===== src/logic/scope_settings.svh =====
`ifndef SCOPE_SETTINGS_SVH
`define SCOPE_SETTINGS_SVH

// 640x480 at one pixel per clk
`define SCOPE_H_ACTIVE 640
`define SCOPE_H_FRONT  16
`define SCOPE_H_SYNC   96
`define SCOPE_H_BACK   48
`define SCOPE_V_ACTIVE 480
`define SCOPE_V_FRONT  10
`define SCOPE_V_SYNC   2
`define SCOPE_V_BACK   33

`define SCOPE_H_TOTAL (`SCOPE_H_ACTIVE + `SCOPE_H_FRONT + `SCOPE_H_SYNC + `SCOPE_H_BACK)
`define SCOPE_V_TOTAL (`SCOPE_V_ACTIVE + `SCOPE_V_FRONT + `SCOPE_V_SYNC + `SCOPE_V_BACK)

// Trace geometry
`define SCOPE_MID_ROW 240 // Zero line of both traces
`define SCOPE_SHIFT   8   // Sample to row offset

// One sample per visible column
`define SCOPE_BUF_DEPTH 640
`define SCOPE_ADDR_W    10

`endif


===== src/logic/scope_pkg.sv =====
package scope_pkg;

  // One stereo codec sample
  typedef struct packed {
    logic signed [15:0] left;  // Left channel, trigger source
    logic signed [15:0] right; // Right channel
  } audio_sample_t;

  // Raster position from the timing generator
  typedef struct packed {
    logic [9:0] x;      // Column, 0..799
    logic [9:0] y;      // Line, 0..524
    logic       active; // Inside 640x480 area
  } pixel_pos_t;

  // All active low
  typedef struct packed {
    logic hs;      // Horizontal sync
    logic vs;      // Vertical sync
    logic blank_n; // Low outside visible area
  } vga_sync_t;

  typedef struct packed {
    logic [7:0] r;
    logic [7:0] g;
    logic [7:0] b;
  } rgb_t;

  localparam rgb_t trace_left_c  = '{r: 8'h00, g: 8'hff, b: 8'h00}; // Green
  localparam rgb_t trace_right_c = '{r: 8'hff, g: 8'h00, b: 8'h00}; // Red
  localparam rgb_t axis_c        = '{r: 8'h00, g: 8'h00, b: 8'h80}; // Dim blue
  localparam rgb_t black_c       = '{r: 8'h00, g: 8'h00, b: 8'h00};

endpackage


===== src/logic/trace_renderer.sv =====
`timescale 1ns/10ps
`include "scope_settings.svh"

module trace_renderer (
  input  logic                     clk,
  input  logic                     rst_n,
  input  scope_pkg::pixel_pos_t    pos,
  input  scope_pkg::vga_sync_t     sync,
  input  logic [1:0]               channel_enable, // Bit 0 left, bit 1 right
  output logic [`SCOPE_ADDR_W-1:0] rd_addr,
  input  scope_pkg::audio_sample_t rd_data,
  output scope_pkg::rgb_t          color,
  output scope_pkg::vga_sync_t     sync_out
);
  import scope_pkg::*;

  pixel_pos_t pos_q;    // Stage 1 position, aligned with rd_data
  vga_sync_t  sync_q;   // Stage 1 sync
  logic [9:0] row_left; // Screen row of each trace in this column
  logic [9:0] row_right;
  rgb_t       color_nxt;

  // Sample to screen row, positive values go up
  function automatic logic [9:0] trace_row(input logic signed [15:0] s);
    logic signed [15:0] offset;
    offset = s >>> `SCOPE_SHIFT;              // Range -128..127
    return 10'(`SCOPE_MID_ROW - offset);
  endfunction

  assign rd_addr = pos.x;                     // Buffer read in stage 1

  always_ff @(posedge clk) begin
    if (!rst_n) begin
      pos_q  <= '{x: 10'd0, y: 10'd0, active: 1'b0};
      sync_q <= '{hs: 1'b1, vs: 1'b1, blank_n: 1'b0};
    end else begin
      pos_q  <= pos;
      sync_q <= sync;
    end
  end

  assign row_left  = trace_row(rd_data.left);
  assign row_right = trace_row(rd_data.right);

  // Left over right over axis
  always_comb begin
    if (!pos_q.active) begin
      color_nxt = black_c;
    end else if (channel_enable[0] && (row_left == pos_q.y)) begin
      color_nxt = trace_left_c;
    end else if (channel_enable[1] && (row_right == pos_q.y)) begin
      color_nxt = trace_right_c;
    end else if (pos_q.y == 10'(`SCOPE_MID_ROW)) begin
      color_nxt = axis_c;
    end else begin
      color_nxt = black_c;
    end
  end

  // Stage 2 output registers
  always_ff @(posedge clk) begin
    if (!rst_n) begin
      color    <= black_c;
      sync_out <= '{hs: 1'b1, vs: 1'b1, blank_n: 1'b0}; // Idle, blanked
    end else begin
      color    <= color_nxt;
      sync_out <= sync_q;
    end
  end

endmodule


===== config.mk =====
export PLATFORM = sky130hd
export DESIGN_NAME = trace_renderer
export DESIGN_NICKNAME = d
export VERILOG_FILES = /design/src/logic/scope_pkg.sv /design/src/logic/trace_renderer.sv
export VERILOG_INCLUDE_DIRS = /design/src /design/src/logic
export SDC_FILE = /design/constraint.sdc
export NUM_CORES = 1
export LEC_CHECK = 0
export BUFFER_PORTS_ARGS = -buffer_cell sky130_fd_sc_hd__buf_2
export CAP_MARGIN = 20
export CORE_MARGIN = 2
export CORE_UTILIZATION = 44
export DETAILED_ROUTE_END_ITERATION = 6
export GPL_TIMING_DRIVEN = 0
export PLACE_DENSITY_LB_ADDON = 0.12
export RECOVER_POWER = 100
export SLEW_MARGIN = 10
export SYNTH_ARGS = -nofsm -noshare
export SYNTH_HDL_FRONTEND = slang
export SYNTH_SLANG_ARGS = --single-unit

===== constraint.sdc =====
create_clock -name clk -period 3.3 [get_ports clk]
set_input_delay 0.165 -clock clk [delete_from_list [all_inputs] [get_ports clk]]
set_output_delay 0.165 -clock clk [all_outputs]
set_load 0.01 [all_outputs]

==> impl_results.md, run 1 <==
* Sequential fraction of the synthesis area at 0.289
* Fillers at around 320
* Critical-path maximum fanout at 3
* Multi-input gate area at a little over 700 sq um
* Share of post-route cells with drive strength above 1 at 0.359
* Hold slack at 55.3 ps
* Die width at between 60 and 70 um
* H-tree level count at 1
* GPL Wtd Cong at slightly above 0.8
* Resize count post-CTS at 0
* Global-route wire length before repair at a little under 4000 um
* Leak at 0.865 nW
* Synthesized flop and latch total at 20
* Post-DP Area at 0.00178 sq mm
* CTS root buf: clkbuf_4
* Fin crit period at roughly 1800 ps
* CP required at between 3000 and 4000 ps
* # hold bufs at CTS at 0
* CTS clk-pin slew, worst paths at approximately 90 ps
* Pwr Total at roughly 0.49 mW
* CTS tree: yes
* Power Dens Cells at 278 mW/mm^2
* R2r setup slk at approximately 1500 ps
* Overflow after GRT at 0
* Post-route ant nets at 0
* Routed WL per cell at a little over 9 um
* Slew @ Worst Pin at 508 ps
* Area Overhead vs Synth at 28.0%
* Placed wire-length estimate at 2230 um
* Syn Area/Cell at about 8.5 sq um
* CP Launch Type: flop
* Vias per cell at 4.38
* EDFF count, synth at 0
* Adder-Cell Fraction of Synth Area at 0.0181
* Max Slew Vio Count at 0
* Fmax at 0.551 GHz
* Vias in the first global route at 1,018
* Top FF cell, synth: dfxtp_1
* Distinct cells, synth at 34
* Buf/Inv on CP at 0
* Clock Sinks at 20
* Highest-delay cell along the critical path: nor4_1
* Largest net degree at the start of global routing at 11
* Mapped Area at between 0.001 and 0.0015 sq mm
* Max Cap Violations at 0
* Synth warn at 0
* Max-slew headroom at 0.658
* Class of the worst hold path: in2reg
* Nets at a little under 300
* Slowest stage delay, CP at ~500 ps
* Antenna violations before repair at 0
* Outcome: finished clean
* RSZ-0062 raised after global routing: false
* CP endpoint kind: flop
* Clock latency on the worst-skew pair at ~280 ps
* Worst vdd ir at between 0.2 and 0.25 mV
* Diode count at 0
* # rows at 20
* Post-Route WL at between 2000 and 3000 um
* Drt initial violations at 67
* Cells after synthesis at between 150 and 200
* Worst-path cell chain: xor2_1, xnor2_1, o21ai_0, nand3_1, nor4_1, nor3b_1
* Post-CTS Setup Bufs at 0
* Final Non-Filler Cells at 278
* Post-synthesis xor/xnor area fraction at 0.114
* Final setup fails at 0
* Share of the synthesized area in the top cell type at 0.289
* Clock skew at ~3.6 ps
* Die ar. at 0.00361 sq mm
* CTS Buf Count at 3
* Synth Area in Compound Gates at 0.118
* Cell area after layout at roughly 0.0018 sq mm
* Initial core utilization at 0.457
* GR Util All Layers at 0.143
* Worst EP arrival at 2020 ps
* Critical path type: reg2reg
* Crit path max-delay family: simple AND/OR/NAND/NOR gates
* Top cells by area, synth: dfxtp_1 (29%), buf_4 (17%), xnor2_1 (8.2%)
* Multiplexer share of the synthesized area at 0.0217
* Chip Height at about 60 um
* # IOs at 97
* Final hold violations at 0
* Placed cell count at ~280
* Top-count cell post-synth: buf_4
* Ys async rst share at 0
* Drt drc at 0
* Via Count at about 1,200
* Reg area at between 400 and 500 sq um
* Leading area contributor after synthesis: dfxtp_1
* Core area at between 0.003 and 0.004 sq mm
* Period utilization at 0.550
* Combinational family with the most area after synthesis: simple AND/OR/NAND/NOR gates
* DR pass1 iterations at 4
* Clk buf depth at 2
* Simple logic cell fraction of the synthesized area at 0.233
* I/O Buffers at 63
* Top post-synthesis cells by count: buf_4 (31), dfxtp_1 (20), and2_1 (13), xnor2_1 (13)
* TNS Setup at 0 ps
flip-flops by register name, summed over array words and instances (netlist names):
name	count
sync_q	3
pos_q	11
color	3
sync_out	3
path summary, 6_finish.rpt:
kind,start,to,cells past startpoint
max,pos_q[4]$_SDFF_PN0_,color[22]$_SDFF_PP0_,6
min,sync[1],sync_q[1]$_SDFF_PN1_,2
max reg2reg,pos_q[4]$_SDFF_PN0_,color[22]$_SDFF_PP0_,6
min reg2reg,sync_q[1]$_SDFF_PN1_,sync_out[1]$_SDFF_PN1_,1
metrics by stage:
| step | setup slack [ps] | utilization |
|---|---|---|
| after global placement | 1480 | 0.587 |
| after CTS | 1570 | 0.595 |
| after global routing | 1250 | 0.586 |
| after floorplan | 1820 | - |
| after detailed placement | 1470 | 0.587 |
| final | 1490 | 0.586 |
cell type report:
cell class,count,share of cell area
Tap cell,44,0.0311
Sequential cell,20,0.226
Clock buffer,3,0.0127
Buffer,33,0.135
Timing Repair Buffer,63,0.166
Multi-Input combinational cell,104,0.406
Inverter,11,0.0233
where the power goes:
| group | internal, mW | switching, mW | leakage [nW] |
|---|---|---|---|
| registers | 0.252 | 0.00831 | 0.166 |
| clock network | 0.0423 | 0.0592 | 0.0138 |
| logic | 0.0683 | 0.0637 | 0.686 |
| total | 0.362 | 0.131 | 0.865 |
worst register-to-register path, cell delays in order (launching register included):
cell and delay [ps]:
dfxtp_1 410, xor2_1 250, xnor2_1 100, o21ai_0 150, nand3_1 100, nor4_1 490
nor3b_1 240
placed cells by master, fill, tap and decap left out:
master / synthesis / routed
clkbuf_4: 0 / 17
o2111a_1: 1 / 1
and2_1: 13 / 5
nand3_1: 4 / 4
o2111ai_1: 1 / 1
nor2b_1: 1 / 1
and2_0: 0 / 8
nor4b_1: 2 / 2
buf_4: 31 / 17
xnor2_1: 13 / 13
nor3_1: 5 / 5
xor2_1: 5 / 5
mux2i_1: 3 / 3
and3b_1: 1 / 1
and3_1: 1 / 1
nor4_2: 2 / 1
nand3b_1: 1 / 1
inv_1: 11 / 11
o41ai_4: 2 / 2
a31oi_1: 1 / 1
nor3b_1: 1 / 1
nor2_1: 11 / 11
buf_2: 0 / 46
o21ai_0: 3 / 3
and3_2: 1 / 1
a21oi_1: 4 / 4
a211oi_1: 3 / 3
nor4_1: 0 / 1
dfxtp_1: 20 / 20
o211ai_1: 1 / 1
a311oi_1: 1 / 1
o31a_1: 1 / 1
conb_1: 1 / 7
ha_1: 2 / 2
clkbuf_1: 2 / 19
nand2b_1: 4 / 4
nand2_1: 5 / 5
nand4_1: 4 / 4
routing by layer:
metal	vias to the layer above	track usage	share of wire
li1	653	-	-
met1	523	0.178	0.45
met2	39	0.247	0.48
met3	2	0.0130	0.063
met4	0	0.0667	0.0081
met5	-	0	0
logic make-up after synthesis:
kind of cell,after synthesis
buf+inv,44
other cells,1
flops,20
compound gates,18
simple gates,56
xor+xnor,18
fa+ha+maj,2
mux,3
Note: power is estimated with default switching activity, not from simulation.
==> run 2: changes to the inputs <==
--- a/config.mk
+++ b/config.mk
@@ -9,7 +9,7 @@
 export BUFFER_PORTS_ARGS = -buffer_cell sky130_fd_sc_hd__buf_2
 export CAP_MARGIN = 20
 export CORE_MARGIN = 2
-export CORE_UTILIZATION = 44
+export CORE_UTILIZATION = 41
 export DETAILED_ROUTE_END_ITERATION = 6
 export GPL_TIMING_DRIVEN = 0
 export PLACE_DENSITY_LB_ADDON = 0.12
==> constraint.sdc (replaced) <==
create_clock -name clk -period 1.9 [get_ports clk]
set_input_delay 0.095 -clock clk [delete_from_list [all_inputs] [get_ports clk]]
set_output_delay 0.095 -clock clk [all_outputs]
set_load 0.01 [all_outputs]
==> run 2 against run 1 <==
  * Cell count up 5.8%
  * Critical path depth stayed put
  * Sequential power rose by 74%
  * Final area rose by 8.6%
  * Setup slack worse by 1300 ps
  * Critical endpoint unchanged
  * Largest cell class unchanged
  * Highest routed layer unchanged
==> impl_results.md, run 2 (synthesis gave the netlist of run 1 again) <==
* Most frequent cells in the layout: buf_2 (46), dfxtp_1 (20), clkbuf_1 (19)
* Vias in the first global route at 1,102 (+8.3%)
* Largest net degree at the start of global routing at 12 (+1)
* # rows at 21 (+5.0%)
* Core area at 0.00328 sq mm (+8.5%)
* Switching Share at 0.263 (-0.00309)
* TNS Setup at 0 ps (unchanged)
* Area Overhead vs Synth at 39.0%
* Global-route wire length before repair at 4760 um (+21%)
* Initial core utilization at 0.422 (-0.0357)
* CP Launch Type: flop
* Largest Register: pos_q
* Worst vdd ir at 0.459 mV (+92%)
* R2r setup slk at 220 ps (-1260 ps)
* Vias per cell at 4.29 (-1.9%)
* Overflow after GRT at 0 (unchanged)
* Critical-path maximum fanout at 3 (unchanged)
* Internal power at 0.691 mW (+91%)
* CP endpoint kind: flop
* RSZ-0062 raised after global routing: false
* Slowest stage delay, CP at 420 ps (-70 ps)
* Diode count at 0 (unchanged)
* Final hold violations at 0 (unchanged)
* Max reg flops at 11 (unchanged)
* Clock Sinks at 20 (unchanged)
* Period utilization at 0.882 (+0.332)
* Critical path type: reg2reg
* Highest-delay cell along the critical path: dfxtp_1
* Max Cap Violations at 0 (unchanged)
* Post-Route WL at 2880 um (+11%)
* Clock latency on the worst-skew pair at 290 ps (about the same)
* Reg2reg end: color[22]$_SDFF_PP0_
* # IOs at 97 (unchanged)
* Reg2Reg Depth at 6 (unchanged)
* I/O Buffers at 63 (unchanged)
* Commonest non-fill, non-tap cell in the layout: buf_2
* Antenna violations before repair at 0 (unchanged)
* Share of post-route cells with drive strength above 1 at 0.347 (-0.0122)
* Fmax at 0.597 GHz (+8.2%)
* Via Count at 1,262 (+3.7%)
* Crit path max-delay family: simple AND/OR/NAND/NOR gates
* Clock skew at 0.517 ps (-3.05 ps)
* Class of the worst hold path: in2reg
* Clk buf depth at 2 (unchanged)
* CTS root buf: clkbuf_4
* Hold slack at 18.7 ps (-36.6 ps)
* Clock share of power at 0.247 (+0.041)
* Final setup fails at 0 (unchanged)
* H-tree level count at 1 (unchanged)
* Routed WL per cell at 9.78 um (+5.0%)
* Max Slew Vio Count at 0 (unchanged)
* CP Launch Point: pos_q[4]$_SDFF_PN0_
* CTS clk-pin slew, worst paths at 100 ps (about the same)
* Setup ws final at 224 ps (-1260 ps)
* Placed wire-length estimate at 2270 um (+1.9%)
* Power share of the sequential group at 0.483 (-0.044)
* Worst-path cell chain: xor2_1, xnor2_1, o21ai_0, nand3_1, nor4_2, nor3b_1
* Leak at 0.930 nW (+7.4%)
* Worst EP arrival at 1900 ps (-120 ps)
* CTS tree: yes
* CP required at 2120 ps (-1390 ps)
* GPL Wtd Cong at 0.789 (-2.3%)
* Nets at 311 (+4.4%)
* DR pass1 iterations at 4 (unchanged)
* CTS Buf Count at 3 (unchanged)
* Die width at 62.1 um (+3.4%)
* Post-route ant nets at 0 (unchanged)
* Buf/Inv on CP at 0 (unchanged)
* Crit path to: color[22]$_SDFF_PP0_
* Outcome: finished clean
* Logic pwr share at 0.270 (+0.003)
* GR Util All Layers at 0.149 (+0.00524)
* Drt drc at 0 (unchanged)
* R2r startpoint: pos_q[4]$_SDFF_PN0_
* Drt initial violations at 52 (-22%)
* Fin crit period at 1680 ps (-138 ps)
* Setup WS pre-CTS at 152 ps (-1310 ps)
* Chip Height at 62.1 um (+3.4%)
* Power Dens Cells at 487 mW/mm^2 (+75%)
* Net switching power at 0.246 mW (+88%)
* WP depth at 6 (unchanged)
* Die ar. at 0.00386 sq mm (+6.8%)
[run 2: cell types whose count changed in the layout (fill, tap and decap cells not counted), sizes merged]
cell	before	now
dlygate4sd3	0	13
clkbuf	36	37
[run 2: worst min path at each step]
| stage | start | end | slack, ps | cells past startpoint |
|---|---|---|---|---|
| floorplan | rst_n | sync_out[1]$_SDFF_PN1_ | 170 | 1 |
| global placement | sync[1] | sync_q[1]$_SDFF_PN1_ | 270 | 2 |
| detailed placement | sync[1] | sync_q[1]$_SDFF_PN1_ | 280 | 2 |
| CTS | pos[4] | pos_q[4]$_SDFF_PN0_ | 1 | 2 |
| global route | pos[1] | pos_q[1]$_SDFF_PN0_ | 4 | 2 |
| finish | pos[1] | pos_q[1]$_SDFF_PN0_ | 20 | 2 |
[run 2: layout make-up]
type | count | area, sq um
flip-flops and latches | 20 | 400
plain buffers | 33 | 240
repair buffers | 76 | 424
fillers | 326 | 1360
multi-input cells | 104 | 726
well taps | 46 | 57.6
clock buffers | 4 | 36.3
inverters | 11 | 41.3
[run 2: per-layer routing]
metal	vias to the layer above	share of wire	track usage
li1	677	-	-
met1	543	0.43	0.178
met2	40	0.50	0.266
met3	2	0.066	0.0272
met4	0	0.0059	0.0500
met5	-	0	0
[run 2: power groups by stage]
stage | clock network (mW) | logic [mW] | registers, mW
floorplan | 0 | 0.153 | 0.459
global placement | 0 | 0.235 | 0.462
detailed placement | 0 | 0.236 | 0.462
CTS | 0.243 | 0.254 | 0.452
global route | 0.264 | 0.280 | 0.455
finish | 0.231 | 0.253 | 0.453
[run 2: what timing repair did]
item                                   in CTS  in global routing
gates resized for setup                     0                  0
setup buffers                               0                  0
endpoints found under the hold margin      11                  2
hold buffers                               11                  2
[run 2: through the flow]
stage,total power [mW],cells,instance area [sq um],util
after detailed placement,0.698,277,1780,0.542
after CTS,0.949,292,1930,0.587
after floorplan,0.611,168,1410,-
after global placement,0.697,277,1780,0.542
after global routing,1.00,294,1930,0.586
final,0.937,294,1930,0.586
[run 2: worst register-to-register path: stages, from the launching register on]
cell and delay [ps]:
dfxtp_1 420, xor2_1 230, xnor2_1 100, o21ai_0 140, nand3_1 120, nor4_2 380
nor3b_1 210
