$ cat config.mk
export PLATFORM = sky130hd
export DESIGN_NAME = vga_timing
export DESIGN_NICKNAME = d
export VERILOG_FILES = /design/src/logic/scope_pkg.sv /design/src/logic/vga_timing.sv
export VERILOG_INCLUDE_DIRS = /design/src /design/src/logic
export SDC_FILE = /design/constraint.sdc
export NUM_CORES = 1
export LEC_CHECK = 0
export BUFFER_PORTS_ARGS = -buffer_cell sky130_fd_sc_hd__buf_2
export CORE_ASPECT_RATIO = 0.6
export CORE_MARGIN = 2
export CORE_UTILIZATION = 50
export DETAILED_ROUTE_END_ITERATION = 8
export GPL_ROUTABILITY_DRIVEN = 0
export PLACE_DENSITY = 0.73
export SLEW_MARGIN = 20
export SYNTH_ARGS = -nofsm -noshare
export SYNTH_HDL_FRONTEND = slang
export SYNTH_SLANG_ARGS = --single-unit
$ cat constraint.sdc
create_clock -name clk -period 3.2 [get_ports clk]
set_clock_uncertainty 0.15 [all_clocks]
set_input_delay 0.32 -clock clk [delete_from_list [all_inputs] [get_ports clk]]
set_output_delay 0.32 -clock clk [all_outputs]
set_load 0.05 [all_outputs]
$ cat src/logic/scope_settings.svh
`ifndef SCOPE_SETTINGS_SVH
`define SCOPE_SETTINGS_SVH

// 640x480 at one pixel per clk
`define SCOPE_H_ACTIVE 640
`define SCOPE_H_FRONT  16
`define SCOPE_H_SYNC   96
`define SCOPE_H_BACK   48
`define SCOPE_V_ACTIVE 480
`define SCOPE_V_FRONT  10
`define SCOPE_V_SYNC   2
`define SCOPE_V_BACK   33

`define SCOPE_H_TOTAL (`SCOPE_H_ACTIVE + `SCOPE_H_FRONT + `SCOPE_H_SYNC + `SCOPE_H_BACK)
`define SCOPE_V_TOTAL (`SCOPE_V_ACTIVE + `SCOPE_V_FRONT + `SCOPE_V_SYNC + `SCOPE_V_BACK)

// Trace geometry
`define SCOPE_MID_ROW 240 // Zero line of both traces
`define SCOPE_SHIFT   8   // Sample to row offset

// One sample per visible column
`define SCOPE_BUF_DEPTH 640
`define SCOPE_ADDR_W    10

`endif

$ cat src/logic/scope_pkg.sv
package scope_pkg;

  // One stereo codec sample
  typedef struct packed {
    logic signed [15:0] left;  // Left channel, trigger source
    logic signed [15:0] right; // Right channel
  } audio_sample_t;

  // Raster position from the timing generator
  typedef struct packed {
    logic [9:0] x;      // Column, 0..799
    logic [9:0] y;      // Line, 0..524
    logic       active; // Inside 640x480 area
  } pixel_pos_t;

  // All active low
  typedef struct packed {
    logic hs;      // Horizontal sync
    logic vs;      // Vertical sync
    logic blank_n; // Low outside visible area
  } vga_sync_t;

  typedef struct packed {
    logic [7:0] r;
    logic [7:0] g;
    logic [7:0] b;
  } rgb_t;

  localparam rgb_t trace_left_c  = '{r: 8'h00, g: 8'hff, b: 8'h00}; // Green
  localparam rgb_t trace_right_c = '{r: 8'hff, g: 8'h00, b: 8'h00}; // Red
  localparam rgb_t axis_c        = '{r: 8'h00, g: 8'h00, b: 8'h80}; // Dim blue
  localparam rgb_t black_c       = '{r: 8'h00, g: 8'h00, b: 8'h00};

endpackage

$ cat src/logic/vga_timing.sv
`timescale 1ns/10ps
`include "scope_settings.svh"

module vga_timing (
  input  logic                  clk,
  input  logic                  rst_n,
  output scope_pkg::pixel_pos_t pos,          // Registered counters and active flag
  output scope_pkg::vga_sync_t  sync,         // Registered sync and blank
  output logic                  vblank_start  // Pulse at x 0, y 480
);
  import scope_pkg::*;

  localparam logic [9:0] h_last   = 10'(`SCOPE_H_TOTAL - 1);
  localparam logic [9:0] v_last   = 10'(`SCOPE_V_TOTAL - 1);
  localparam logic [9:0] h_active = 10'(`SCOPE_H_ACTIVE);
  localparam logic [9:0] v_active = 10'(`SCOPE_V_ACTIVE);
  localparam logic [9:0] hs_start = 10'(`SCOPE_H_ACTIVE + `SCOPE_H_FRONT);
  localparam logic [9:0] hs_end   = 10'(`SCOPE_H_ACTIVE + `SCOPE_H_FRONT + `SCOPE_H_SYNC);
  localparam logic [9:0] vs_start = 10'(`SCOPE_V_ACTIVE + `SCOPE_V_FRONT);
  localparam logic [9:0] vs_end   = 10'(`SCOPE_V_ACTIVE + `SCOPE_V_FRONT + `SCOPE_V_SYNC);

  logic [9:0] x_nxt;      // Counter values for next cycle
  logic [9:0] y_nxt;
  logic       h_end;      // Last pixel of a line
  logic       v_end;      // Last line of a frame
  logic       active_nxt;

  assign h_end = (pos.x == h_last);
  assign v_end = (pos.y == v_last);

  always_comb begin
    x_nxt = h_end ? 10'd0 : pos.x + 10'd1;
    y_nxt = pos.y;                               // Line only moves at end of line
    if (h_end) begin
      y_nxt = v_end ? 10'd0 : pos.y + 10'd1;
    end
  end

  assign active_nxt = (x_nxt < h_active) && (y_nxt < v_active);

  // Decode from next counts so all outputs line up with pos
  always_ff @(posedge clk) begin
    if (!rst_n) begin
      pos          <= '{x: 10'd0, y: 10'd0, active: 1'b1}; // Sits at first pixel
      sync         <= '{hs: 1'b1, vs: 1'b1, blank_n: 1'b1};
      vblank_start <= 1'b0;
    end else begin
      pos.x        <= x_nxt;
      pos.y        <= y_nxt;
      pos.active   <= active_nxt;
      sync.hs      <= !((x_nxt >= hs_start) && (x_nxt < hs_end)); // Low in sync pulse
      sync.vs      <= !((y_nxt >= vs_start) && (y_nxt < vs_end));
      sync.blank_n <= active_nxt;
      vblank_start <= (x_nxt == 10'd0) && (y_nxt == v_active); // First blank line
    end
  end

endmodule

==> results of run 1 <==
[critical path: stages (launching register included)]
cell and delay, ps:
dfxtp_1 410, ha_1 280, nand4_2 210, or3_4 510, a41oi_2 400, a31oi_2 190
nor4_4 320, and4b_1 220
[placed cells by master, fill, tap and decap left out, types with 5 or more instances in the layout]
cell type,count
a21oi_1,5
and2_1,7
buf_2,26
dfxtp_1,24
inv_1,7
nand2_1,17
nand3_1,9
nor2_1,12
nor2b_1,5
o21ai_0,6
xnor2_1,6
xor2_1,6
[power breakdown]
| group | internal, mW | switching, mW | leakage [nW] |
|---|---|---|---|
| registers | 0.302 | 0.00484 | 0.194 |
| logic | 0.00749 | 0.0197 | 0.468 |
| clock network | 0.167 | 0.101 | 0.0357 |
[kinds of logic (layout without fill, tap and decap cells)]
logic type	after synthesis	after routing	share of synthesized area (%)
compound gates	38	38	18.9
xor+xnor	12	12	6.89
fa+ha+maj	3	3	2.46
buf+inv	19	39	6.32
flops	24	24	31.5
mux	2	2	1.31
simple gates	84	84	32.7
[layout make-up]
class	count	area (um2)
fillers	287	1170
clock inverters	1	30.0
repair buffers	28	145
multi-input cells	139	948
flip-flops and latches	24	480
well taps	42	52.6
inverters	7	26.3
clock buffers	3	41.3
[worst max path at each step]
stage	start	end	slack [ps]
floorplan	pos[11]$_SDFF_PN0_	vblank_start$_SDFF_PN0_	460
global placement	pos[11]$_SDFF_PN0_	sync[1]$_SDFF_PN1_	630
detailed placement	pos[11]$_SDFF_PN0_	vblank_start$_SDFF_PN0_	540
CTS	pos[11]$_SDFF_PN0_	vblank_start$_SDFF_PN0_	520
global route	pos[11]$_SDFF_PN0_	vblank_start$_SDFF_PN0_	320
finish	pos[11]$_SDFF_PN0_	vblank_start$_SDFF_PN0_	470
[stage by stage]
| stage | hold slack [ps] | cell area [um2] | std cells | util, % | setup slack, ps |
|---|---|---|---|---|---|
| after global placement | 314 | 1650 | 240 | 57.2 | 627 |
| after floorplan | 298 | 1530 | 182 | - | 463 |
| after CTS | 230 | 1720 | 244 | 59.7 | 519 |
| after global routing | 241 | 1720 | 244 | 59.7 | 318 |
| after detailed placement | 327 | 1650 | 240 | 57.2 | 539 |
| final | 239 | 1720 | 244 | 59.7 | 466 |
[synth_stat cells, types with 2 or more instances]
cell type | n | share of area [%]
nor2b_1 | 5 | 2.1
and2_1 | 7 | 2.9
mux2i_1 | 2 | 1.3
nor4_1 | 3 | 1.2
ha_1 | 3 | 2.5
o41ai_1 | 2 | 1.1
a31oi_1 | 4 | 1.6
or3_1 | 3 | 1.2
o211ai_1 | 2 | 0.98
a21oi_1 | 5 | 1.6
o31ai_1 | 2 | 0.98
buf_2 | 4 | 1.3
o21a_1 | 2 | 0.98
nand2_1 | 17 | 4.2
a32o_1 | 2 | 1.3
a32oi_1 | 2 | 1.1
o21ai_0 | 6 | 2.0
nand4_1 | 4 | 1.6
nor3_1 | 4 | 1.3
dfxtp_1 | 24 | 32
clkbuf_1 | 4 | 0.98
buf_6 | 2 | 1.5
xnor2_1 | 6 | 3.4
and3_1 | 4 | 1.6
xor2_1 | 6 | 3.4
nand3_1 | 9 | 3.0
inv_1 | 7 | 1.7
nor2_1 | 12 | 3.0
[per-layer routing]
| metal | up-vias | share of wire (%) | global-route usage [%] |
|---|---|---|---|
| li1 | 700 | - | - |
| met1 | 659 | 53 | 36.1 |
| met2 | 60 | 38 | 28.3 |
| met3 | 3 | 8.0 | 5.79 |
| met4 | 0 | 0.45 | 3.16 |
| met5 | - | 0 | 0 |
[sequential cells by signal, summed over array words and instances, names as in the netlist]
register	flops
vblank_start	1
pos	20
sync	3
==> flow_summary.yaml, run 1 <==
logic_synthesis:
  synthArstFlopShare_pct: 0
  synth_edf_count: 0
  synth_warnings: 0
  syn_inst: 182
  synth_ff_type: "dfxtp_1"
  yosysSeqAreaShare_pct: 31.5
  synth_seq_cells: 24
  synth.distinct_cells: 57
  postSynthAreaPerCell_um2: 8.38
  syn_nets: 187
  netlist_area_um2: 1530
clocking:
  clock_latency_ps: 270
  tritoncts: "yes"
  cts_num_sinks: 24
  cts_root_buf: "clkbuf_8"
  cts-resized-gates: 0
  path_clk_slew_ps: 90
  clk_path_buf_depth: 2
  ctsHoldBuffers: 0
  htreeDepth: 1
  cts_setup_buffers: 0
  cts_buffers: 3
pwr:
  powerDensity_nw_per_um2: 349
  power_leakage_nw: 0.698
  power.total_mw: 0.602
  vdd_drop_max_mv: 0.230
layout:
  area_growth_pct: 13.0
  antenna_cells: 0
  drive_gt1_share_pct: 21.8
  nets: 208
worst_setup_path:
  r2r_end: "vblank_start$_SDFF_PN0_"
  cp.arrival_ps: 2800
  cp.required_ps: 3270
  r2r_setup_slack_ps: 470
  end_kind: "flip-flop"
  r2r_start: "pos[11]$_SDFF_PN0_"
  crit_fanout: 11
  r2r_cells: 7
  critPathKind: "flip-flop to flip-flop"
  cp-start-kind: "flip-flop"
floorplanning:
  die_h_um: 46.8
  die_w_um: 75.3
  pin_count: 27
  core_area_um2: 2890
  initial_core_util_pct: 52.8
  rows: 15
  die_area_um2: 3520
global_routing:
  grt_pass1_vias: 1153
  antenna_found_initial: 0
  grt_overflow_total: 0
  grt_usage_pct: 22.0
  grt_pass1_wl_mm: 5.73
  grt_max_degree: 20
timing:
  hold_violations: 0
  setup_tns_ps: 0
  drv_slew: 0
  layout_min_cycle_time_ps: 2730
  fin_crit_sh_pct: 85.5
  tightest_slew_ps: 576
  fmax_mhz: 366
  maxSlewHeadroom_pct: 61.3
  setup_viol: 0
  rsz0062_at_grt: "no"
drt:
  drtIter0Drc: 134
  wl_per_cell_um: 14.7
  drc: 0
  ant_nets: 0
  vias_per_cell: 5.83
  vias: 1422
  drt-pass1-iter-count: 4
  wirelength_mm: 3.59
hold_path:
  holdCritPathClass: "input port to flip-flop"
  hold_end: "sync[0]$_SDFF_PN1_"
  hold_path_depth: 2
  worstHoldStart: "rst_n"
flow_run:
  drv_cap: 0
place:
  dp_hpwl_mm: 2.65
  io_buffers: 26
status:
  status: "completed"
No activity file was read; power rests on OpenSTA's default activity.
==> run 2, diff against run 1 <==
Settings changed: CELL_PAD_IN_SITES_DETAIL_PLACEMENT from default to 1, CELL_PAD_IN_SITES_GLOBAL_PLACEMENT from default to 1, CORE_UTILIZATION 50 to 41, PLACE_DENSITY 0.73 to default, PLACE_DENSITY_LB_ADDON from default to 0.1.
==> flow_summary.yaml, run 2 (synthesis gave the netlist of run 1 again) <==
status:
  status: "completed"
layout:
  largest_reg_flops: 20
  area_growth_pct: 12.4
  nets: 208
  top_regs: "pos x20, sync x3, vblank_start x1"
  final_common_cell: "buf_2"
  multi_input_area_um2: 948
  fin_util_pct: 47.4
  fill_cells: 453
  fin_cells: 249
  antenna_cells: 0
  final_cell_mix: "buf_2, dfxtp_1, nand2_1"
  seq_area_um2: 480
  top_register: "pos"
  drive_gt1_share_pct: 21.8
global_routing:
  grt_pass1_wl_mm: 6.84
  grt_max_degree: 20
  grt_pass1_vias: 1307
  grt_usage_pct: 21.4
  grt_overflow_total: 0
  antenna_found_initial: 0
pwr:
  powerDensity_nw_per_um2: 318
  vdd_drop_max_mv: 0.185
  power.total_mw: 0.546
  power_leakage_nw: 0.691
drt:
  wl_per_cell_um: 17.0
  ant_nets: 0
  drt-pass1-iter-count: 4
  wirelength_mm: 4.24
  drtIter0Drc: 107
  drc: 0
  vias: 1436
  vias_per_cell: 5.77
floorplanning:
  rows: 17
  initial_core_util_pct: 42.2
  pin_count: 27
  die_h_um: 51.2
  core_area_um2: 3620
  die_area_um2: 4240
  die_w_um: 82.7
worst_setup_path:
  crit_fanout: 11
  end_kind: "flip-flop"
  cp.arrival_ps: 2900
  cp.required_ps: 3200
  cp-start-kind: "flip-flop"
  critPathKind: "flip-flop to flip-flop"
  r2r_start: "pos[11]$_SDFF_PN0_"
  crit_path_start: "pos[11]$_SDFF_PN0_"
timing:
  rsz0062_at_grt: "no"
  fmax_mhz: 345
  fin_crit_sh_pct: 90.5
  hold_violations: 0
  setup_viol: 0
  tightest_slew_ps: 635
  finalHoldWorstSlack_ps: 241
  drv_slew: 0
  layout_min_cycle_time_ps: 2900
  maxSlewHeadroom_pct: 57.2
  setup_tns_ps: 0
clocking:
  cts_root_buf: "clkbuf_8"
  cts_num_sinks: 24
  ctsHoldBuffers: 0
  clk_path_buf_depth: 2
  cts_buffers: 3
  htreeDepth: 1
  cts_setup_buffers: 0
  path_clk_slew_ps: 90
  cts-resized-gates: 0
  tritoncts: "yes"
  clock_latency_ps: 270
hold_path:
  worstHoldStart: "rst_n"
  holdCritPathClass: "input port to flip-flop"
place:
  placedCellCount: 245
  io_buffers: 26
  dp_hpwl_mm: 3.24
flow_run:
  drv_cap: 0
## run 2: cell count changes in the layout (fill, tap and decap cells not counted)
cell	change
clkbuf_8	+1
bufinv_16	-1
## run 2: worst paths after layout
check	to	slack (ps)	cells past startpoint
worst min register to register	pos[11]$_SDFF_PN0_	360	1
worst max register to register	sync[1]$_SDFF_PN1_	300	7
worst min-delay path	sync[0]$_SDFF_PN1_	240	2
worst max-delay path	sync[1]$_SDFF_PN1_	300	7
## run 2: area by class of cell
type | count | share of cell area (%)
Inverter | 7 | 1.53
Clock buffer | 4 | 3.21
Sequential cell | 24 | 28.0
Tap cell | 47 | 3.43
Multi-Input combinational cell | 139 | 55.3
Timing Repair Buffer | 28 | 8.47
## run 2: through the flow
step                      cell area [um2]  setup WS [ps]
final                                1710            303
after global routing                 1710            168
after CTS                            1710            376
after detailed placement             1660            422
after global placement               1660            522
after floorplan                      1530            463
## run 2: where the power goes
| part | total [mW] | internal [mW] | switching (mW) |
|---|---|---|---|
| sequential | 0.307 | 0.302 | 0.00535 |
| clock | 0.211 | 0.110 | 0.101 |
| combinational | 0.0274 | 0.00755 | 0.0198 |
## run 2: per-layer routing
layer  track usage [%]  share of wire (%)
met5                 0                  0
met4              3.83               0.45
met3              5.65                7.6
met2              29.6                 40
met1              32.9                 52
## run 2: critical path: stages (launching register included)
cell      delay, ps
dfxtp_1         430
ha_1            310
nand4_2         230
or3_4           520
a41oi_2         400
a32oi_1         200
a221oi_1        400
nand3_1         130
==> run 3, diff against run 2 <==
Clock period 3.2 ns to 3 ns, I/O delays scaled along.
==> flow_summary.yaml, run 3 (synthesis gave the netlist of run 1 again) <==
status:
  status: "completed"
worst_setup_path:
  r2r_start: "pos[11]$_SDFF_PN0_"
  cp-start-kind: "flip-flop"
  cp.arrival_ps: 2900
  critPathKind: "flip-flop to flip-flop"
  crit_path_start: "pos[11]$_SDFF_PN0_"
  cp.required_ps: 3050
  end_kind: "flip-flop"
  crit_fanout: 11
global_routing:
  grt_pass1_vias: 1404
  grt_max_degree: 20
  grt_usage_pct: 22.8
  grt_overflow_total: 0
  grt_pass1_wl_mm: 7.24
  antenna_found_initial: 0
layout:
  antenna_cells: 0
  final_cell_area_um2: 1720
  top_regs: "pos x20, sync x3, vblank_start x1"
  drive_gt1_share_pct: 22.2
  final_cell_mix: "buf_2, dfxtp_1, nand2_1"
  nets: 210
  area_growth_pct: 12.5
  final_common_cell: "buf_2"
  top_register: "pos"
  largest_reg_flops: 20
drt:
  drc: 0
  wl_per_cell_um: 17.3
  drt-pass1-iter-count: 4
  vias_per_cell: 5.71
  drtIter0Drc: 134
  vias: 1428
  ant_nets: 0
  wirelength_mm: 4.33
timing:
  setup_tns_ps: 0
  setup_viol: 0
  rsz0062_at_grt: "no"
  maxSlewHeadroom_pct: 56.5
  tightest_slew_ps: 647
  drv_slew: 0
  fin_crit_sh_pct: 95.0
  fmax_mhz: 351
  layout_min_cycle_time_ps: 2850
  hold_violations: 0
flow_run:
  drv_cap: 0
clocking:
  clk_path_buf_depth: 2
  cts_num_sinks: 24
  htreeDepth: 1
  tritoncts: "yes"
  cts-resized-gates: 0
  clock_latency_ps: 260
  ctsHoldBuffers: 0
  cts_root_buf: "clkbuf_8"
  path_clk_slew_ps: 80
  cts_buffers: 3
  cts_setup_buffers: 0
place:
  dp_hpwl_mm: 3.28
  place_area_um2: 1670
  io_buffers: 26
floorplanning:
  pin_count: 27
  die_area_um2: 4240
  die_h_um: 51.2
  core_area_um2: 3620
  die_w_um: 82.7
  initial_core_util_pct: 42.2
  rows: 17
pwr:
  power_leakage_nw: 0.694
  vdd_drop_max_mv: 0.203
  powerDensity_nw_per_um2: 314
hold_path:
  worstHoldStart: "rst_n"
  holdCritPathClass: "input port to flip-flop"
-- run 3: final timing paths --
check,endpoint,slack (ps),depth (start not counted)
worst max-delay path,vblank_start$_SDFF_PN0_,150,7
worst min-delay path,sync[0]$_SDFF_PN1_,260,2
worst max register to register,vblank_start$_SDFF_PN0_,150,7
worst min register to register,pos[11]$_SDFF_PN0_,360,1
-- run 3: critical path: stages, from the launching register on --
cell     delay [ps]
dfxtp_1         430
ha_1            290
nand4_2         220
or3_4           520
a41oi_2         410
a31oi_2         200
nor4_4          330
and4b_1         240
-- run 3: cell type report --
| type | instances | area (um2) |
|---|---|---|
| multi-input combinational | 139 | 948 |
| timing repair buffer | 30 | 160 |
| inverter | 7 | 26.3 |
| fill | 475 | 1900 |
| sequential | 24 | 480 |
| clock buffer | 3 | 41.3 |
| tap | 47 | 58.8 |
-- run 3: stage by stage --
step / instances / setup slack (ps) / utilization, % / total power [mW] / hold slack (ps)
after floorplan: 182 / 263 / - / 0.356 / 278
after global placement: 247 / 424 / 46.3 / 0.364 / 314
after detailed placement: 247 / 213 / 46.3 / 0.364 / 333
after CTS: 250 / 189 / 47.4 / 0.549 / 263
after global routing: 250 / 6.52 / 47.4 / 0.564 / 275
final: 250 / 151 / 47.4 / 0.538 / 259
-- run 3: routing by layer --
metal / share of wire (%) / track usage, % / wire length [um]
met5: 0 / 0 / 0
met4: 1.1 / 3.83 / 47
met3: 8.7 / 6.54 / 378
met2: 38 / 31.9 / 1670
met1: 52 / 34.5 / 2240
-- run 3: report_power, final --
group,internal [mW],switching (mW)
clock,0.0896,0.0921
combinational,0.00804,0.0215
sequential,0.322,0.00545
total,0.419,0.119
