===== src/logic/scope_settings.svh =====
`ifndef SCOPE_SETTINGS_SVH
`define SCOPE_SETTINGS_SVH

// 640x480 at one pixel per clk
`define SCOPE_H_ACTIVE 640
`define SCOPE_H_FRONT  16
`define SCOPE_H_SYNC   96
`define SCOPE_H_BACK   48
`define SCOPE_V_ACTIVE 480
`define SCOPE_V_FRONT  10
`define SCOPE_V_SYNC   2
`define SCOPE_V_BACK   33

`define SCOPE_H_TOTAL (`SCOPE_H_ACTIVE + `SCOPE_H_FRONT + `SCOPE_H_SYNC + `SCOPE_H_BACK)
`define SCOPE_V_TOTAL (`SCOPE_V_ACTIVE + `SCOPE_V_FRONT + `SCOPE_V_SYNC + `SCOPE_V_BACK)

// Trace geometry
`define SCOPE_MID_ROW 240 // Zero line of both traces
`define SCOPE_SHIFT   8   // Sample to row offset

// One sample per visible column
`define SCOPE_BUF_DEPTH 640
`define SCOPE_ADDR_W    10

`endif


===== src/logic/scope_pkg.sv =====
package scope_pkg;

  // One stereo codec sample
  typedef struct packed {
    logic signed [15:0] left;  // Left channel, trigger source
    logic signed [15:0] right; // Right channel
  } audio_sample_t;

  // Raster position from the timing generator
  typedef struct packed {
    logic [9:0] x;      // Column, 0..799
    logic [9:0] y;      // Line, 0..524
    logic       active; // Inside 640x480 area
  } pixel_pos_t;

  // All active low
  typedef struct packed {
    logic hs;      // Horizontal sync
    logic vs;      // Vertical sync
    logic blank_n; // Low outside visible area
  } vga_sync_t;

  typedef struct packed {
    logic [7:0] r;
    logic [7:0] g;
    logic [7:0] b;
  } rgb_t;

  localparam rgb_t trace_left_c  = '{r: 8'h00, g: 8'hff, b: 8'h00}; // Green
  localparam rgb_t trace_right_c = '{r: 8'hff, g: 8'h00, b: 8'h00}; // Red
  localparam rgb_t axis_c        = '{r: 8'h00, g: 8'h00, b: 8'h80}; // Dim blue
  localparam rgb_t black_c       = '{r: 8'h00, g: 8'h00, b: 8'h00};

endpackage


===== src/logic/sample_capture.sv =====
`timescale 1ns/10ps
`include "scope_settings.svh"

module sample_capture (
  input  logic                           clk,
  input  logic                           rst_n,
  input  logic                           sample_valid, // One-cycle strobe
  input  scope_pkg::audio_sample_t       sample,
  input  logic                           vblank_start, // Arms capture
  input  logic                           line_zero,    // Frame start, disarms
  output logic                           wr_en,
  output logic [`SCOPE_ADDR_W-1:0]       wr_addr,
  output scope_pkg::audio_sample_t       wr_data
);
  import scope_pkg::*;

  localparam logic [`SCOPE_ADDR_W-1:0] last_idx = `SCOPE_ADDR_W'(`SCOPE_BUF_DEPTH - 1);

  logic                      armed;     // Waiting for or filling a capture
  logic                      triggered; // Crossing seen this capture
  logic [`SCOPE_ADDR_W-1:0]  wr_idx;    // Next buffer address
  logic signed [15:0]        prev_left; // Trigger history
  logic                      crossing;  // Rising zero crossing on left
  logic                      write_hit; // Strobe is stored this cycle

  // Negative to zero or above
  assign crossing  = (prev_left < 16'sd0) && (sample.left >= 16'sd0);

  assign write_hit = armed && sample_valid && !vblank_start && !line_zero &&
                     (triggered || crossing);

  always_ff @(posedge clk) begin
    if (!rst_n) begin
      armed     <= 1'b0;
      triggered <= 1'b0;
      wr_idx    <= '0;
      prev_left <= 16'sd0;
      wr_en     <= 1'b0;
    end else begin
      wr_en <= write_hit;                   // Write lands one cycle after strobe
      if (sample_valid) begin
        prev_left <= sample.left;           // Updated armed or not
      end
      if (vblank_start) begin
        armed     <= 1'b1;
        triggered <= 1'b0;
        wr_idx    <= '0;
      end else if (line_zero) begin
        armed <= 1'b0;                      // Display starts, freeze buffer
      end else if (write_hit) begin
        triggered <= 1'b1;
        if (wr_idx == last_idx) begin
          armed <= 1'b0;                    // Screen width filled
        end else begin
          wr_idx <= wr_idx + 1'b1;
        end
      end
    end
  end

  // Address and data only qualified by wr_en
  always_ff @(posedge clk) begin
    if (write_hit) begin
      wr_addr <= wr_idx;
      wr_data <= sample;
    end
  end

endmodule


===== config.mk =====
export PLATFORM = sky130hd
export DESIGN_NAME = sample_capture
export DESIGN_NICKNAME = d
export VERILOG_FILES = /design/src/logic/scope_pkg.sv /design/src/logic/sample_capture.sv
export VERILOG_INCLUDE_DIRS = /design/src /design/src/logic
export SDC_FILE = /design/constraint.sdc
export NUM_CORES = 1
export LEC_CHECK = 0
export ABC_AREA = 1
export BUFFER_PORTS_ARGS = -buffer_cell sky130_fd_sc_hd__buf_4
export CORE_ASPECT_RATIO = 2
export CORE_MARGIN = 2
export CORE_UTILIZATION = 48
export CTS_CLUSTER_SIZE = 24
export DETAILED_ROUTE_END_ITERATION = 7
export HOLD_SLACK_MARGIN = 0.02
export PLACE_DENSITY = 0.79
export SLEW_MARGIN = 0
export SYNTH_ARGS = -nofsm -noshare
export SYNTH_HDL_FRONTEND = slang
export SYNTH_SLANG_ARGS = --single-unit

===== constraint.sdc =====
create_clock -name clk -period 6.35 [get_ports clk]
set_input_delay 1.27 -clock clk [delete_from_list [all_inputs] [get_ports clk]]
set_output_delay 1.27 -clock clk [all_outputs]
set_load 0.02 [all_outputs]

==> results of run 1 <==
[where the power goes]
group,internal [mW],total (mW),switching [mW],leakage [nW]
clock network,0.117,0.219,0.102,0.0552
logic,0.0157,0.0240,0.00827,0.532
registers,0.393,0.393,0.000433,0.508
[Yosys cell counts]
cell type / number / share of area
nand2_2: 1 / 0.0031
nor2_1: 13 / 0.024
xor2_1: 5 / 0.022
o21ai_0: 2 / 0.0050
inv_1: 13 / 0.024
buf_6: 1 / 0.0056
o21ai_1: 1 / 0.0025
nand4_1: 3 / 0.0093
nor2_2: 3 / 0.0093
buf_2: 1 / 0.0025
clkinv_1: 1 / 0.0019
ha_1: 1 / 0.0062
nand2_1: 35 / 0.065
nand3_2: 1 / 0.0050
buf_4: 1 / 0.0037
edfxtp_1: 42 / 0.63
nand3_1: 6 / 0.015
dfxtp_1: 14 / 0.14
a21oi_1: 12 / 0.030
[worst max-delay path, stage by stage]
cell and delay [ns]:
buf_4 0.11, nor2_1 0.15, nand2_1 0.11, nor2_4 0.89, nand3_2 0.42, o21ai_1 0.24
nor2_1 0.06
[worst max-delay path by stage]
stage	start	to	slack, ns
after CTS	line_zero	wr_idx[7]	3.26
final	line_zero	wr_idx[7]	3.29
after global routing	line_zero	wr_idx[7]	2.91
after detailed placement	line_zero	wr_idx[7]	2.93
after floorplan	line_zero	wr_idx[7]	3.05
after global placement	line_zero	wr_idx[7]	3.01
[per-layer routing]
layer / share of wire / GRT usage / routed length (um)
met4: 0.029 / 0.104 / 106
met1: 0.33 / 0.151 / 1180
met3: 0.065 / 0.0329 / 235
met2: 0.58 / 0.324 / 2080
met5: 0 / 0 / 0
[sequential cells by signal, indices dropped and copies added (netlist names)]
name and cells:
wr_addr 10, wr_en 1, armed 1, wr_idx 10, triggered 1, prev_left 1
wr_data 32
[through the flow]
step,util,area (um^2)
final,0.682,2760
after CTS,0.682,2760
after global routing,0.682,2760
after floorplan,-,2010
after global placement,0.656,2650
after detailed placement,0.656,2650
[logic make-up after synthesis]
logic type	synth area share
adders and majority gates	0.00621
AOI/OAI and AO/OA	0.0373
xor gates and xnor gates	0.0218
buffers and inverters	0.0379
DFF	0.766
and+or+nand+nor	0.131
[final cells by class]
class | instances | area [um^2]
Clock inverter | 2 | 35.0
Tap cell | 52 | 65.1
Timing Repair Buffer | 79 | 593
Fill cell | 307 | 1290
Multi-Input combinational cell | 83 | 400
Sequential cell | 56 | 1540
Clock buffer | 6 | 72.6
Inverter | 14 | 52.6
==> results.sh, run 1 <==
export IMPL_status="finished, final reports clean"
export IMPL_setup_violations=0
export IMPL_antenna_left=0
export IMPL_r2r_setup_slack_ns=4.03
export IMPL_skew_ns=0.00912
export IMPL_root_buffer="clkbuf_8"
export IMPL_cp_start_kind="input port"
export IMPL_fin_tns_setup_ns=0
export IMPL_antenna_found_initial=0
export IMPL_diodes=0
export IMPL_post_route_period_util=0.482
export IMPL_p_leak_nw=1.10
export IMPL_synthCells=156
export IMPL_final_cell_mix="buf_4 (79), edfxtp_1 (42), nand2_1 (35)"
export IMPL_grt_ovfl_total=0
export IMPL_min_from="triggered"
export IMPL_max_freq_mhz=326
export IMPL_grt_max_degree=45
export IMPL_cts_made_buffers=5
export IMPL_remaining_drc_errors=0
export IMPL_holdPathEnd="triggered"
export IMPL_hpwlAfterDp_um=2740
export IMPL_grt_pass1_wl_um=5850
export IMPL_final_common_cell="buf_4"
export IMPL_synth_avg_cell_area_um2=12.9
export IMPL_syn_nets=194
export IMPL_crit_type="in -> reg"
export IMPL_worst_slack_ns=3.29
export IMPL_fin_nets=277
export IMPL_drive_gt1_frac=0.379
export IMPL_initial_core_util=0.498
export IMPL_vias=1409
export IMPL_maxCapViolCount=0
export IMPL_dpl_worst_slack_ns=2.93
export IMPL_ys_seq_area_frac=0.766
export IMPL_grt_use_total=0.167
export IMPL_regToRegEndpoint="wr_idx[7]"
export IMPL_cp_data_required_time_ns=6.56
export IMPL_grt_pass1_vias=1294
export IMPL_period_needed_ns=3.06
export IMPL_ctsLongestPathBuffers=2
export IMPL_p_per_area_mw_per_mm2=231
export IMPL_min_path_type="reg -> reg"
export IMPL_routed_wl_um=3600
export IMPL_whs_path_depth=2
export IMPL_postCtsHoldBufs=0
export IMPL_stdcell_count=292
export IMPL_power_total_mw=0.636
export IMPL_critPathMaxFanout=44
export IMPL_dp_cells=284
export IMPL_final_max_slew_viol_count=0
export IMPL_die_y_um=95.6
export IMPL_htree_levels=2
export IMPL_relSlewSlack=0.234
export IMPL_ir_drop_v=0.000168
export IMPL_grt_setup_unrepaired="false"
export IMPL_drt_initial_drc_count=23
export IMPL_synth_area_mm2=0.00201
export IMPL_hold_slack_ns=0.463
export IMPL_wl_per_cell_um=12.3
export IMPL_cp_arrival_ns=3.27
export IMPL_cts_resized=0
export IMPL_final_hold_viol_count=0
export IMPL_synth_seq_cells=56
export IMPL_path_clk_slew_ns=0.09
export IMPL_vias_per_cell=4.83
export IMPL_r2r_start="armed"
export IMPL_r2r_cells=7
export IMPL_port_buffers=79
export IMPL_worstSetupEndpointType="flop"
export IMPL_place_gp_congestion=0.848
export IMPL_std_cell_rows=33
export IMPL_post_cts_buffers=0
export IMPL_cts_tree="built"
export IMPL_die_area_mm2=0.00476
export IMPL_dr_pass1_iters=4
export IMPL_ios=80
export IMPL_ys_types=19
export IMPL_fp_dieW_um=49.8
export IMPL_syn2layout_area_growth_pct=37.1
export IMPL_worst_slew_pin_slew_ns=1.15
export IMPL_ys_warn_count=0
export IMPL_core_mm2=0.00405
export IMPL_clk_latency_ns=0.30
export IMPL_cts_sinks=56
(Power assumes the default switching activity.)
==> run 2, diff against run 1 <==
CORE_UTILIZATION = 47   (was 48)
PLACE_DENSITY = 0.78   (was 0.79)
clock period = 3 ns   (was 6.35 ns; I/O delays follow)
==> run 2 against run 1 <==
  * Critical path depth did not move
  * Highest routed layer unchanged
  * Sequential power rose by 110%
  * Total power rose by 110%
  * Via count fell by 0.14%
  * Global-route usage rose by 0.79 points
  * Cell count rose by 0.34%
  * Sequential share of layout area fell by 0.38 points
  * First-iteration DRC count fell by 13%
  * Combinational power rose by 110%
  * Largest power group unchanged
==> results.sh, run 2 (synthesis results as in run 1) <==
export IMPL_regToRegEndpoint="wr_idx[7]"
export IMPL_htree_levels=2
export IMPL_initial_core_util=0.493
export IMPL_antenna_left=0
export IMPL_grt_ovfl_total=0
export IMPL_holdPathEnd="wr_data[29]"
export IMPL_final_common_cell="buf_4"
export IMPL_cp_arrival_ns=2.01
export IMPL_post_cts_buffers=0
export IMPL_diodes=0
export IMPL_fp_dieW_um=50.3
export IMPL_p_leak_nw=1.10
export IMPL_hpwlAfterDp_um=2950
export IMPL_grt_use_total=0.175
export IMPL_remaining_drc_errors=0
export IMPL_fin_tns_setup_ns=0
export IMPL_port_buffers=79
export IMPL_grt_pass1_vias=1272
export IMPL_place_gp_congestion=0.805
export IMPL_vias_per_cell=4.80
export IMPL_cp_data_required_time_ns=3.20
export IMPL_worstSetupEndpointType="flop"
export IMPL_fin_nets=278
export IMPL_crit_type="in -> reg"
export IMPL_cts_resized=0
export IMPL_vias=1407
export IMPL_grt_setup_unrepaired="false"
export IMPL_stdcell_count=293
export IMPL_cts_sinks=56
export IMPL_syn2layout_area_growth_pct=38.0
export IMPL_std_cell_rows=33
export IMPL_ir_drop_v=0.000335
export IMPL_wl_per_cell_um=13.5
export IMPL_min_from="sample[29]"
export IMPL_fin_util=0.680
export IMPL_post_route_period_util=0.606
export IMPL_grt_pass1_wl_um=6220
export IMPL_top_register="wr_data"
export IMPL_min_path_type="in -> reg"
export IMPL_max_freq_mhz=550
export IMPL_clk_latency_ns=0.29
export IMPL_ctsLongestPathBuffers=2
export IMPL_cts_tree="built"
export IMPL_final_max_slew_viol_count=0
export IMPL_worst_slew_pin_slew_ns=0.505
export IMPL_relSlewSlack=0.662
export IMPL_dr_pass1_iters=4
export IMPL_drive_gt1_frac=0.378
export IMPL_r2r_start="armed"
export IMPL_antenna_found_initial=0
export IMPL_skew_ns=0.00537
export IMPL_grt_max_degree=30
export IMPL_top_regs="wr_data (32), wr_addr (10), wr_idx (10)"
export IMPL_setup_violations=0
export IMPL_r2r_cells=7
export IMPL_whs_path_depth=1
export IMPL_root_buffer="clkbuf_8"
export IMPL_final_cell_mix="buf_4 (79), edfxtp_1 (42), nand2_1 (35)"
export IMPL_path_clk_slew_ns=0.09
export IMPL_p_per_area_mw_per_mm2=487
export IMPL_dpl_worst_slack_ns=0.875
export IMPL_status="finished, final reports clean"
export IMPL_drt_initial_drc_count=20
export IMPL_final_hold_viol_count=0
export IMPL_cts_made_buffers=5
export IMPL_largest_reg_flops=32
export IMPL_die_y_um=96.6
export IMPL_postCtsHoldBufs=0
export IMPL_die_area_mm2=0.00485
export IMPL_worst_slack_ns=1.18
export IMPL_core_mm2=0.00409
export IMPL_cp_start_kind="input port"
export IMPL_r2r_setup_slack_ns=1.27
export IMPL_ios=80
export IMPL_routed_wl_um=3950
export IMPL_dp_cells=285
export IMPL_period_needed_ns=1.82
export IMPL_maxCapViolCount=0
export IMPL_critPathMaxFanout=16
[run 2: how the worst max path moves through the flow]
stage	endpoint	depth (start not counted)	slack [ns]	from
after global placement	wr_idx[7]	7	0.94	line_zero
after detailed placement	wr_idx[7]	7	0.87	line_zero
after floorplan	wr_idx[7]	7	0.37	line_zero
final	wr_idx[7]	7	1.18	line_zero
after CTS	wr_idx[7]	7	1.19	line_zero
after global routing	wr_idx[7]	7	1.01	line_zero
[run 2: routing by layer]
layer / routed length (um) / vias up / GRT usage
met5: 0 / - / 0
li1: - / 693 / -
met1: 1430 / 650 / 0.187
met4: 133 / 0 / 0.0903
met2: 2200 / 54 / 0.325
met3: 192 / 10 / 0.0262
[run 2: layout make-up]
cell class              instances  area [um^2]
flip-flops and latches         56         1540
fillers                       314         1310
repair buffers                 80          613
multi-input cells              83          400
clock buffers                   7         76.3
well taps                      52         65.1
inverters                      14         52.6
clock inverters                 1         30.0
[run 2: stage by stage]
step	instance area (um^2)	total power [mW]	hold slack, ns
after global routing	2780	1.40	0.454
final	2780	1.35	0.473
after CTS	2780	1.36	0.464
after global placement	2670	0.900	0.447
after floorplan	2010	0.861	0.403
after detailed placement	2670	0.902	0.453
[run 2: power by group]
| part | leakage, nW | internal, mW | switching [mW] |
|---|---|---|---|
| clock network | 0.0524 | 0.250 | 0.219 |
| registers | 0.508 | 0.831 | 0.000957 |
| logic | 0.541 | 0.0334 | 0.0178 |
| total | 1.10 | 1.11 | 0.238 |
[run 2: worst max-delay path, stage by stage]
cell and delay, ns:
buf_4 0.11, nor2_1 0.16, nand2_1 0.11, nor2_4 0.43, nand3_2 0.32, o21ai_1 0.21
nor2_1 0.06
==> run 3, diff against run 2 <==
clock period = 1.7 ns   (was 3 ns; I/O delays follow)
==> run 3 against run 2 <==
  * Core utilization grew 1.4 points
  * First-iteration DRC count decreased by 50%
  * Sequential cell count is the same
  * Total power rose by 76%
  * Sequential power rose by 77%
  * Clock power grew 73%
  * Register-to-register slack got worse by 1.1 ns
  * Via count is 1.1% lower
  * Cell area increased by 2.1%
  * Combinational power grew 100%
==> results.sh, run 3 (synthesis results as in run 1) <==
export IMPL_die_y_um=96.6
export IMPL_vias_per_cell=4.73
export IMPL_vias=1391
export IMPL_worst_slack_ns=0.151
export IMPL_worstSetupEndpointType="flop"
export IMPL_root_buffer="clkbuf_8"
export IMPL_post_route_period_util=0.911
export IMPL_grt_pass1_vias=1295
export IMPL_fp_dieW_um=50.3
export IMPL_grt_use_total=0.167
export IMPL_final_common_cell="buf_4"
export IMPL_skew_ns=0.00601
export IMPL_grt_setup_unrepaired="false"
export IMPL_cts_sinks=56
export IMPL_whs_path_depth=1
export IMPL_period_needed_ns=1.55
export IMPL_fin_nets=279
export IMPL_largest_reg_flops=32
export IMPL_sequentialPowerShare=0.616
export IMPL_setup_violations=0
export IMPL_syn2layout_area_growth_pct=40.9
export IMPL_cp_start_kind="flop"
export IMPL_r2r_start="wr_idx[0]"
export IMPL_r2r_cells=8
export IMPL_postPlaceCellArea_mm2=0.00273
export IMPL_drt_initial_drc_count=10
export IMPL_relSlewSlack=0.792
export IMPL_cp_slowest_stage_delay_ns=0.46
export IMPL_cp_slowest_cell="dfxtp_1"
export IMPL_crit_type="reg -> reg"
export IMPL_maxCapViolCount=0
export IMPL_antenna_found_initial=0
export IMPL_grt_ovfl_total=0
export IMPL_pwr_share_comb=0.043
export IMPL_remaining_drc_errors=0
export IMPL_dr_pass1_iters=4
export IMPL_ctsLongestPathBuffers=2
export IMPL_power_total_mw=2.38
export IMPL_final_hold_viol_count=0
export IMPL_cp_top_family="simple AND/OR/NAND/NOR gates"
export IMPL_ir_drop_v=0.000562
export IMPL_cp_cell_sequence="ha_1 -> nand2_1 -> nor2_2 -> nand2_2 -> nand3_2 -> nor2_1 -> nor2_1 -> nor2_1"
export IMPL_cts_tree="built"
export IMPL_cp_data_required_time_ns=1.90
export IMPL_p_sw_mw=0.413
export IMPL_grt_pass1_wl_um=5930
export IMPL_routed_wl_um=3820
export IMPL_hpwlAfterDp_um=2970
export IMPL_p_per_area_mw_per_mm2=840
export IMPL_regToRegEndpoint="wr_idx[7]"
export IMPL_cts_made_buffers=5
export IMPL_holdPathEnd="wr_data[25]"
export IMPL_wl_per_cell_um=13.0
export IMPL_place_gp_congestion=0.746
export IMPL_ios=80
export IMPL_cp_arrival_ns=1.75
export IMPL_diodes=0
export IMPL_switching_share=0.173
export IMPL_dpl_worst_slack_ns=0.180
export IMPL_r2r_setup_slack_ns=0.15
export IMPL_top_regs="wr_data (32), wr_addr (10), wr_idx (10)"
export IMPL_cpMostUsedCell="nor2_1"
export IMPL_final_cell_mix="buf_4 (80), edfxtp_1 (42), nand2_1 (32)"
export IMPL_drive_gt1_frac=0.413
export IMPL_min_path_type="in -> reg"
export IMPL_htree_levels=2
export IMPL_top_register="wr_data"
export IMPL_die_area_mm2=0.00485
export IMPL_port_buffers=79
export IMPL_critPathMaxFanout=11
export IMPL_antenna_left=0
export IMPL_clk_latency_ns=0.30
export IMPL_path_clk_slew_ns=0.09
export IMPL_p_leak_nw=1.12
export IMPL_initial_core_util=0.493
export IMPL_status="finished, final reports clean"
export IMPL_crit_buf_inv=0
export IMPL_max_freq_mhz=646
export IMPL_final_max_slew_viol_count=0
export IMPL_final_area_mm2=0.00284
export IMPL_grt_max_degree=26
export IMPL_p_clk_frac=0.341
export IMPL_std_cell_rows=33
export IMPL_min_from="sample[25]"
export IMPL_internal_power_mw=1.97
export IMPL_core_mm2=0.00409
export IMPL_worst_slew_pin_slew_ns=0.310
export IMPL_postCtsHoldBufs=0
[run 3: area by class of cell]
cell class | instances | area [um^2]
sequential | 56 | 1540
multi-input combinational | 83 | 433
inverter | 14 | 70.1
fill | 292 | 1250
timing repair buffer | 81 | 621
clock inverter | 1 | 30.0
tap | 52 | 65.1
clock buffer | 7 | 76.3
[run 3: how the worst max path moves through the flow]
stage	from	end	depth (start not counted)	slack, ns
floorplan	sample[31]	wr_idx[7]	9	-0.11
global placement	sample[31]	wr_idx[7]	9	0.24
detailed placement	wr_idx[0]	wr_idx[0]	8	0.18
CTS	wr_idx[0]	wr_idx[4]	8	0.13
global route	wr_idx[0]	wr_idx[7]	8	0.02
finish	wr_idx[0]	wr_idx[7]	8	0.15
[run 3: layer usage]
layer / GRT usage / share of wire / routed length (um) / vias up
li1: - / - / - / 692
met1: 0.170 / 0.35 / 1320 / 630
met2: 0.315 / 0.56 / 2140 / 59
met3: 0.0292 / 0.062 / 237 / 10
met4: 0.0880 / 0.032 / 123 / 0
met5: 0 / 0 / 0 / -
[run 3: power by group through the flow]
stage               combinational (mW)  sequential, mW  clock, mW
global placement                 0.100            1.50          0
global route                     0.112            1.47      0.870
finish                           0.103            1.47      0.812
detailed placement               0.104            1.50          0
floorplan                       0.0247            1.50          0
CTS                              0.104            1.47      0.833
[run 3: stage by stage]
step,std cells,TNS (ns),util,hold WS (ns)
final,294,0,0.694,0.214
after global routing,294,0,0.694,0.202
after CTS,294,0,0.693,0.209
after detailed placement,286,0,0.667,0.477
after global placement,286,0,0.667,0.468
after floorplan,156,-0.635,-,0.403
[run 3: repair_timing]
| item | 4_1_cts | 5_1_grt |
|---|---|---|
| buffers inserted | 0 | 0 |
| setup endpoints to repair | 0 | 7 |
| resized for setup | 0 | 1 |
